===== src/design/intc_pkg.sv =====
`default_nettype none

package intc_pkg;

// bus and field widths
localparam int DATA_W = 32;
localparam int ADDR_W = 8;
localparam int PRIO_W = 3;
localparam int ID_W   = 4;

// word addresses, not byte addresses
// source k sits at SRC_BASE + k, id 0 is never used
localparam logic [ADDR_W-1:0] SRC_BASE         = 8'h00;
localparam logic [ADDR_W-1:0] THRESHOLD_ADDR   = 8'h20;
localparam logic [ADDR_W-1:0] CLAIM_ADDR       = 8'h21;
localparam logic [ADDR_W-1:0] MSIP_ADDR        = 8'h30;
localparam logic [ADDR_W-1:0] MTIMECMP_LO_ADDR = 8'h31;
localparam logic [ADDR_W-1:0] MTIMECMP_HI_ADDR = 8'h32;
localparam logic [ADDR_W-1:0] MTIME_LO_ADDR    = 8'h33;
localparam logic [ADDR_W-1:0] MTIME_HI_ADDR    = 8'h34;

// source word layout
// priority sits in the low bits
localparam int EN_BIT   = 8;
localparam int PEND_BIT = 16;

// per-source view handed to the resolver
typedef struct packed {
    logic              pending;
    logic              enable;
    logic [PRIO_W-1:0] prio;
} src_state_t;

endpackage

`default_nettype wire


===== src/design/intc_reg_op_if.sv =====
`timescale 1ns/1ps
`default_nettype none

// one register operation per bus access, valid during the ack cycle
interface intc_reg_op_if import intc_pkg::*; ();

logic              op_valid;
// claim read, op_wdata holds the claimed id
logic              op_claim;
logic [ADDR_W-1:0] op_addr;
logic [DATA_W-1:0] op_wdata;

modport host (
    output op_valid,
    output op_claim,
    output op_addr,
    output op_wdata
);

modport unit (
    input  op_valid,
    input  op_claim,
    input  op_addr,
    input  op_wdata
);

endinterface

`default_nettype wire


===== src/design/intc_wb_front.sv =====
`timescale 1ns/1ps
`default_nettype none

module intc_wb_front import intc_pkg::*; #(
    parameter int N_SRC = 8
) (
    input  logic                clk,
    input  logic                arst_n,

    // wishbone classic slave
    input  logic                wb_cyc,
    input  logic                wb_stb,
    input  logic                wb_we,
    input  logic [ADDR_W-1:0]   wb_adr,
    input  logic [DATA_W-1:0]   wb_dat_w,
    output logic [DATA_W-1:0]   wb_dat_r,
    output logic                wb_ack,

    intc_reg_op_if.host         op,

    // read words from the register-holding units
    input  logic [DATA_W-1:0]   src_rdata [N_SRC],
    input  logic [DATA_W-1:0]   timer_rdata,
    input  logic [ID_W-1:0]     best_id,
    output logic [PRIO_W-1:0]   threshold
);

logic              req;
logic              claim_req;
logic [DATA_W-1:0] rd_word;

// new access, never taken again while ack is up
assign req       = wb_cyc & wb_stb & ~wb_ack;
assign claim_req = req & ~wb_we & (wb_adr == CLAIM_ADDR);

// all units return zero unless addressed, so OR them together
always_comb begin
    rd_word = timer_rdata;
    for (int i = 0; i < N_SRC; i++) begin
        rd_word = rd_word | src_rdata[i];
    end
    if (wb_adr == THRESHOLD_ADDR) begin
        rd_word = rd_word | DATA_W'(threshold);
    end
    if (wb_adr == CLAIM_ADDR) begin
        rd_word = rd_word | DATA_W'(best_id);
    end
end

always_ff @(posedge clk or negedge arst_n) begin
    if (!arst_n) begin
        wb_ack      <= 1'b0;
        op.op_valid <= 1'b0;
        op.op_claim <= 1'b0;
    end
    else begin
        wb_ack      <= req;
        op.op_valid <= (req & wb_we) | claim_req;
        op.op_claim <= claim_req;
    end
end

// operation payload and read data for the ack cycle
always_ff @(posedge clk) begin
    if (req) begin
        op.op_addr  <= wb_adr;
        op.op_wdata <= claim_req ? DATA_W'(best_id) : wb_dat_w;
        wb_dat_r    <= wb_we ? '0 : rd_word;
    end
end

always_ff @(posedge clk or negedge arst_n) begin
    if (!arst_n) begin
        threshold <= '0;
    end
    else if (op.op_valid && !op.op_claim && op.op_addr == THRESHOLD_ADDR) begin
        threshold <= op.op_wdata[PRIO_W-1:0];
    end
end

endmodule

`default_nettype wire


===== src/design/intc_gateway.sv =====
`timescale 1ns/1ps
`default_nettype none

module intc_gateway import intc_pkg::*; #(
    parameter int SRC_ID = 1
) (
    input  logic                clk,
    input  logic                arst_n,
    input  logic                irq,

    intc_reg_op_if.unit         op,

    input  logic [ADDR_W-1:0]   rd_addr,
    output logic [DATA_W-1:0]   rdata,
    output src_state_t          state
);

localparam logic [ADDR_W-1:0] MY_ADDR = ADDR_W'(SRC_BASE + SRC_ID);

logic              irq_q;
logic              irq_d;
logic              irq_rise;
logic              claim_hit;
logic              reg_wr;
logic              pending;
logic              enable;
logic [PRIO_W-1:0] prio;

assign irq_rise  = irq_q & ~irq_d;
assign claim_hit = op.op_valid & op.op_claim &
                   (op.op_wdata[ID_W-1:0] == ID_W'(SRC_ID));
assign reg_wr    = op.op_valid & ~op.op_claim & (op.op_addr == MY_ADDR);

// input sampling and edge detect
always_ff @(posedge clk or negedge arst_n) begin
    if (!arst_n) begin
        irq_q <= 1'b0;
        irq_d <= 1'b0;
    end
    else begin
        irq_q <= irq;
        irq_d <= irq_q;
    end
end

// a new edge beats a claim in the same cycle
always_ff @(posedge clk or negedge arst_n) begin
    if (!arst_n) begin
        pending <= 1'b0;
    end
    else if (irq_rise) begin
        pending <= 1'b1;
    end
    else if (claim_hit) begin
        pending <= 1'b0;
    end
end

always_ff @(posedge clk or negedge arst_n) begin
    if (!arst_n) begin
        enable <= 1'b0;
        prio   <= '0;
    end
    else if (reg_wr) begin
        enable <= op.op_wdata[EN_BIT];
        prio   <= op.op_wdata[PRIO_W-1:0];
    end
end

always_comb begin
    rdata = '0;
    if (rd_addr == MY_ADDR) begin
        rdata[PRIO_W-1:0] = prio;
        rdata[EN_BIT]     = enable;
        rdata[PEND_BIT]   = pending;
    end
end

assign state.pending = pending;
assign state.enable  = enable;
assign state.prio    = prio;

endmodule

`default_nettype wire


===== src/design/intc_resolver.sv =====
`timescale 1ns/1ps
`default_nettype none

module intc_resolver import intc_pkg::*; #(
    parameter int N_SRC = 8
) (
    input  logic                clk,
    input  logic                arst_n,

    // entry i belongs to source id i+1
    input  src_state_t          state [N_SRC],
    input  logic [PRIO_W-1:0]   threshold,

    output logic [ID_W-1:0]     best_id,
    output logic                meip
);

logic [ID_W-1:0]   win_id;
logic [PRIO_W-1:0] win_prio;

// strict compare in id order keeps the lowest id on a tie
// and never picks priority 0
always_comb begin
    win_id   = '0;
    win_prio = '0;
    for (int i = 0; i < N_SRC; i++) begin
        if (state[i].pending && state[i].enable && state[i].prio > win_prio) begin
            win_prio = state[i].prio;
            win_id   = ID_W'(i + 1);
        end
    end
end

always_ff @(posedge clk or negedge arst_n) begin
    if (!arst_n) begin
        best_id <= '0;
        meip    <= 1'b0;
    end
    else begin
        best_id <= win_id;
        // no candidate leaves win_prio at 0, never above threshold
        meip    <= (win_prio > threshold);
    end
end

endmodule

`default_nettype wire


===== src/design/intc_mtimer.sv =====
`timescale 1ns/1ps
`default_nettype none

module intc_mtimer import intc_pkg::*; (
    input  logic                clk,
    input  logic                arst_n,

    intc_reg_op_if.unit         op,

    input  logic [ADDR_W-1:0]   rd_addr,
    output logic [DATA_W-1:0]   rdata,
    output logic                msip,
    output logic                mtip
);

logic [2*DATA_W-1:0] mtime;
logic [2*DATA_W-1:0] mtimecmp;
logic                reg_wr;

assign reg_wr = op.op_valid & ~op.op_claim;

// free-running system time
always_ff @(posedge clk or negedge arst_n) begin
    if (!arst_n) begin
        mtime <= '0;
    end
    else begin
        mtime <= mtime + 1'b1;
    end
end

// halves written separately, all ones keeps mtip low
always_ff @(posedge clk or negedge arst_n) begin
    if (!arst_n) begin
        mtimecmp <= '1;
    end
    else if (reg_wr) begin
        if (op.op_addr == MTIMECMP_LO_ADDR) begin
            mtimecmp[DATA_W-1:0] <= op.op_wdata;
        end
        if (op.op_addr == MTIMECMP_HI_ADDR) begin
            mtimecmp[2*DATA_W-1:DATA_W] <= op.op_wdata;
        end
    end
end

always_ff @(posedge clk or negedge arst_n) begin
    if (!arst_n) begin
        msip <= 1'b0;
    end
    else if (reg_wr && op.op_addr == MSIP_ADDR) begin
        msip <= op.op_wdata[0];
    end
end

// one cycle behind the compare
always_ff @(posedge clk or negedge arst_n) begin
    if (!arst_n) begin
        mtip <= 1'b0;
    end
    else begin
        mtip <= (mtime >= mtimecmp);
    end
end

always_comb begin
    case (rd_addr)
        MSIP_ADDR:        rdata = DATA_W'(msip);
        MTIMECMP_LO_ADDR: rdata = mtimecmp[DATA_W-1:0];
        MTIMECMP_HI_ADDR: rdata = mtimecmp[2*DATA_W-1:DATA_W];
        MTIME_LO_ADDR:    rdata = mtime[DATA_W-1:0];
        MTIME_HI_ADDR:    rdata = mtime[2*DATA_W-1:DATA_W];
        default:          rdata = '0;
    endcase
end

endmodule

`default_nettype wire


===== src/design/intc_top.sv =====
`timescale 1ns/1ps
`default_nettype none

module intc_top import intc_pkg::*; #(
    parameter int N_SRC = 8
) (
    input  logic                clk,
    input  logic                arst_n,

    // wishbone classic slave
    input  logic                wb_cyc,
    input  logic                wb_stb,
    input  logic                wb_we,
    input  logic [ADDR_W-1:0]   wb_adr,
    input  logic [DATA_W-1:0]   wb_dat_w,
    output logic [DATA_W-1:0]   wb_dat_r,
    output logic                wb_ack,

    // edge-triggered interrupt lines, bit k is source id k+1
    input  logic [N_SRC-1:0]    irq_src,

    // to the core
    output logic                msip,
    output logic                mtip,
    output logic                meip
);

logic [DATA_W-1:0] src_rdata [N_SRC];
src_state_t        src_state [N_SRC];
logic [DATA_W-1:0] timer_rdata;
logic [ID_W-1:0]   best_id;
logic [PRIO_W-1:0] threshold;

intc_reg_op_if reg_op ();

intc_wb_front #(
    .N_SRC       ( N_SRC       )
) u_wb_front (
    .clk         ( clk         ),
    .arst_n      ( arst_n      ),
    .wb_cyc      ( wb_cyc      ),
    .wb_stb      ( wb_stb      ),
    .wb_we       ( wb_we       ),
    .wb_adr      ( wb_adr      ),
    .wb_dat_w    ( wb_dat_w    ),
    .wb_dat_r    ( wb_dat_r    ),
    .wb_ack      ( wb_ack      ),
    .op          ( reg_op.host ),
    .src_rdata   ( src_rdata   ),
    .timer_rdata ( timer_rdata ),
    .best_id     ( best_id     ),
    .threshold   ( threshold   )
);

for (genvar k = 0; k < N_SRC; k++) begin : g_src
    intc_gateway #(
        .SRC_ID  ( k + 1          )
    ) u_gateway (
        .clk     ( clk            ),
        .arst_n  ( arst_n         ),
        .irq     ( irq_src[k]     ),
        .op      ( reg_op.unit    ),
        .rd_addr ( wb_adr         ),
        .rdata   ( src_rdata[k]   ),
        .state   ( src_state[k]   )
    );
end

intc_resolver #(
    .N_SRC     ( N_SRC     )
) u_resolver (
    .clk       ( clk       ),
    .arst_n    ( arst_n    ),
    .state     ( src_state ),
    .threshold ( threshold ),
    .best_id   ( best_id   ),
    .meip      ( meip      )
);

intc_mtimer u_mtimer (
    .clk     ( clk         ),
    .arst_n  ( arst_n      ),
    .op      ( reg_op.unit ),
    .rd_addr ( wb_adr      ),
    .rdata   ( timer_rdata ),
    .msip    ( msip        ),
    .mtip    ( mtip        )
);

endmodule

`default_nettype wire


===== config.mk =====
export PLATFORM = sky130hd
export DESIGN_NAME = intc_top
export DESIGN_NICKNAME = d
export VERILOG_FILES = /design/src/design/intc_pkg.sv /design/src/design/intc_reg_op_if.sv /design/src/design/intc_wb_front.sv /design/src/design/intc_gateway.sv /design/src/design/intc_resolver.sv /design/src/design/intc_mtimer.sv /design/src/design/intc_top.sv
export SDC_FILE = /design/constraint.sdc
export NUM_CORES = 1
export LEC_CHECK = 0
export BUFFER_PORTS_ARGS = -buffer_cell sky130_fd_sc_hd__buf_2
export CORE_MARGIN = 1.5
export CORE_UTILIZATION = 61
export DETAILED_ROUTE_END_ITERATION = 12
export PLACE_DENSITY = 0.8
export SYNTH_ARGS = -nofsm -noshare
export SYNTH_HDL_FRONTEND = slang
export SYNTH_SLANG_ARGS = --single-unit

===== constraint.sdc =====
create_clock -name clk -period 14 [get_ports clk]
set_input_delay 1.4 -clock clk [delete_from_list [all_inputs] [get_ports clk]]
set_output_delay 1.4 -clock clk [all_outputs]
set_load 0.02 [all_outputs]

==> flow_summary.yaml <==
final_layout:
  layout.cell_area.non_filler_um2: 15600
  num-fill-cells: 1662
  nets: 1451
  area_growth_pct: 12.3
  drive_gt1_share_pct: 25.3
global_routing:
  antenna_found_initial: 0
  grt_overflow: 0
  grt_max_degree: 130
  grt_pass1_wl_um: 54100
  first_global_vias: 10100
  grt.total_usage_pct: 29.2
synth:
  synth_ff_type: "dfrtp_1"
  synth.distinct_cells: 73
  postSynthAreaPerCell_um2: 11.3
  synthesis.area_um2: 13900
  synth_cells: 1226
  ys_seq_area_share_pct: 51.7
  syn-num-nets: 1361
  ys_warn_count: 0
  ys_ff_latch: 269
  synth_edf_count: 72
  async_flop_share_pct: 73.2
power_and_ir_drop:
  leakage_nw: 6.53
  power_density_nw_per_um2: 106
  ir_drop_mv: 0.101
drt:
  vias: 10100
  drtAntennaViolNets: 0
  drt_iter0_drc: 882
  vias_per_cell: 6.23
  wirelength_um: 33900
  wl_per_cell_um: 20.9
  dr.pass1.iters: 10
  drc_errors: 0
clock_tree:
  htree_num_levels: 1
  cts_tree: "built"
  cts_setup_buffers: 0
  cts_sinks: 269
  clkTransAtPathRegs_ns: 0.06
  cts_resized: 0
  cts_buffer_depth: 3
  cts_hold_buf: 0
  clkLatencyLatePin_ns: 0.54
  root_buffer: "clkbuf_16"
  numCtsBuffers: 28
worst_setup_path:
  end_kind: "flop"
  worst-path-max-fanout: 11
  crit_top_cell: "ha_1"
  start_kind: "flop"
  cp.arrival_ns: 12.30
  critPathKind: "flop to flop"
  critPathTopFamily: "compound AO/OA/AOI/OAI gates"
  critPathRequiredTime_ns: 14.42
  slowest_delay_ns: 0.96
  crit_slowest_cell: "a311oi_1"
  worst-path-buf-inv: 1
floorplanning:
  io_pins: 89
  die_height_um: 154
  design.die.area_um2: 23700
  coreArea_um2: 22500
  rows: 55
  initial_utilization_pct: 61.7
  die_w_um: 154
timing:
  hold_viol: 0
  rsz0062_at_grt: "false"
  maxSlewHeadroom_pct: 14.7
  setup_viol: 0
  skew_ns: 0.00930
  fin_crit_sh_pct: 84.9
  worstMarginPinSlew_ns: 1.27
  clock.fmax_mhz: 84.2
  slew_violations: 0
  fin_setup_tns_ns: 0
  min_period_ns: 11.88
  setup_ws_ns: 2.12
placement:
  portBuffers: 88
  dp_hpwl_um: 23200
  place.gp.congestion: 0.937
  post-place-ws_ns: 2.42
  placed_area_um2: 14600
job:
  cap_violations: 0
outcome:
  outcome: "finished, final reports clean"
worst_hold_path:
  hold_path.class: "flop to flop"
[sequential cells by signal, summed over array words and instances, names as in the netlist, 3 cells and up]
name	cells
u_mtimer.mtime	64
u_mtimer.mtimecmp	64
u_wb_front.op.op_wdata	32
u_wb_front.wb_dat_r	32
g_src.u_gateway.prio	24
g_src.u_gateway.enable	8
g_src.u_gateway.irq_d	8
g_src.u_gateway.irq_q	8
g_src.u_gateway.pending	8
u_wb_front.op.op_addr	8
u_resolver.best_id	4
u_wb_front.threshold	3
[final timing paths]
kind | start | to | slack (ns) | cells past startpoint
worst max-delay path | g_src[0].u_gateway.enable | u_resolver.meip | 2.12 | 50
worst min-delay path | g_src[3].u_gateway.irq_q | g_src[3].u_gateway.irq_d | 0.37 | 0
worst max register to register | g_src[0].u_gateway.enable | u_resolver.meip | 2.12 | 50
worst min register to register | g_src[3].u_gateway.irq_q | g_src[3].u_gateway.irq_d | 0.37 | 0
max in group asynchronous | arst_n | u_mtimer.mtime[27] | 11.45 | 2
min in group asynchronous | arst_n | g_src[1].u_gateway.irq_d | 1.03 | 1
[cell usage after synthesis, types with 7 or more instances]
cell type,number,share of area [%]
dfrtp_1,133,24
mux2_2,105,8.5
nand2_1,102,2.8
inv_1,98,2.6
ha_1,82,7.4
edfxtp_1,72,16
dfstp_2,64,12
a21oi_1,61,2.2
nor2_1,47,1.3
nor2b_1,47,2.1
xnor2_1,45,2.8
o21ai_0,44,1.6
nand3_1,38,1.4
a222oi_1,29,2.1
clkbuf_1,27,0.73
nand4_1,23,1.0
nand2b_1,22,0.99
and3_1,20,0.90
xor2_1,17,1.1
nor3_1,14,0.50
a221oi_1,11,0.69
a31oi_1,11,0.50
a21o_1,10,0.54
buf_1,9,0.24
mux2i_1,7,0.50
[worst reg2reg max path: cells and delay by family (launching register included)]
family,cells,cell delay (ns)
compound gates,21,5.50
simple gates,16,2.33
buf+inv,1,0.09
fa+ha+maj,9,2.51
mux,3,0.91
flops,1,0.43
[stage by stage]
step | utilization [%] | hold WS (ns) | cells | total power, mW
floorplan | - | 0.354 | 1226 | 0.875
global placement | 65.1 | 0.358 | 1571 | 0.908
detailed placement | 65.1 | 0.363 | 1571 | 0.911
CTS | 69.3 | 0.371 | 1622 | 1.66
global route | 69.3 | 0.373 | 1622 | 1.69
finish | 69.3 | 0.369 | 1623 | 1.65
[area by class of cell]
| type | count | area [um2] | share of cell area (%) |
|---|---|---|---|
| Multi-Input combinational cell | 822 | 6230 | 40.0 |
| Tap cell | 285 | 357 | 2.29 |
| Antenna cell | 1 | 2.50 | 0.0160 |
| Inverter | 98 | 368 | 2.36 |
| Clock buffer | 43 | 872 | 5.59 |
| Timing Repair Buffer | 97 | 517 | 3.31 |
| Clock inverter | 8 | 71.3 | 0.457 |
| Sequential cell | 269 | 7170 | 46.0 |
[per-layer routing]
layer  global-route usage (%)  wire (um)
met3                     4.23       2570
met1                     42.0      14800
met5                        0          0
met2                     45.6      15400
met4                     10.0       1140
[cells in the final DEF, fill, tap and decap left out, types with 13 or more instances in the layout]
| cell type | count |
|---|---|
| dfrtp_1 | 133 |
| mux2_2 | 105 |
| nand2_1 | 102 |
| inv_1 | 98 |
| buf_2 | 87 |
| ha_1 | 82 |
| edfxtp_1 | 72 |
| dfstp_2 | 64 |
| a21oi_1 | 61 |
| nor2b_1 | 47 |
| xnor2_1 | 45 |
| o21ai_0 | 44 |
| nor2_1 | 43 |
| nand3_1 | 38 |
| clkbuf_16 | 32 |
| a222oi_1 | 29 |
| nand4_1 | 23 |
| nand2b_1 | 22 |
| and3_1 | 20 |
| xor2_1 | 17 |
| nor3_1 | 13 |
[logic make-up after synthesis]
kind of cell,Yosys count,share of synthesized area (%)
compound gates,218,11.3
xor+xnor,62,3.91
fa+ha+maj,84,7.54
buf+inv,135,3.68
flops,269,51.7
mux,114,9.24
simple gates,344,12.7
[power by group]
part | leakage, nW | switching [mW] | internal (mW)
registers | 3.10 | 0.0106 | 0.824
clock network | 0.467 | 0.303 | 0.447
logic | 2.96 | 0.0406 | 0.0214
Note: power is estimated with default switching activity, not from simulation.
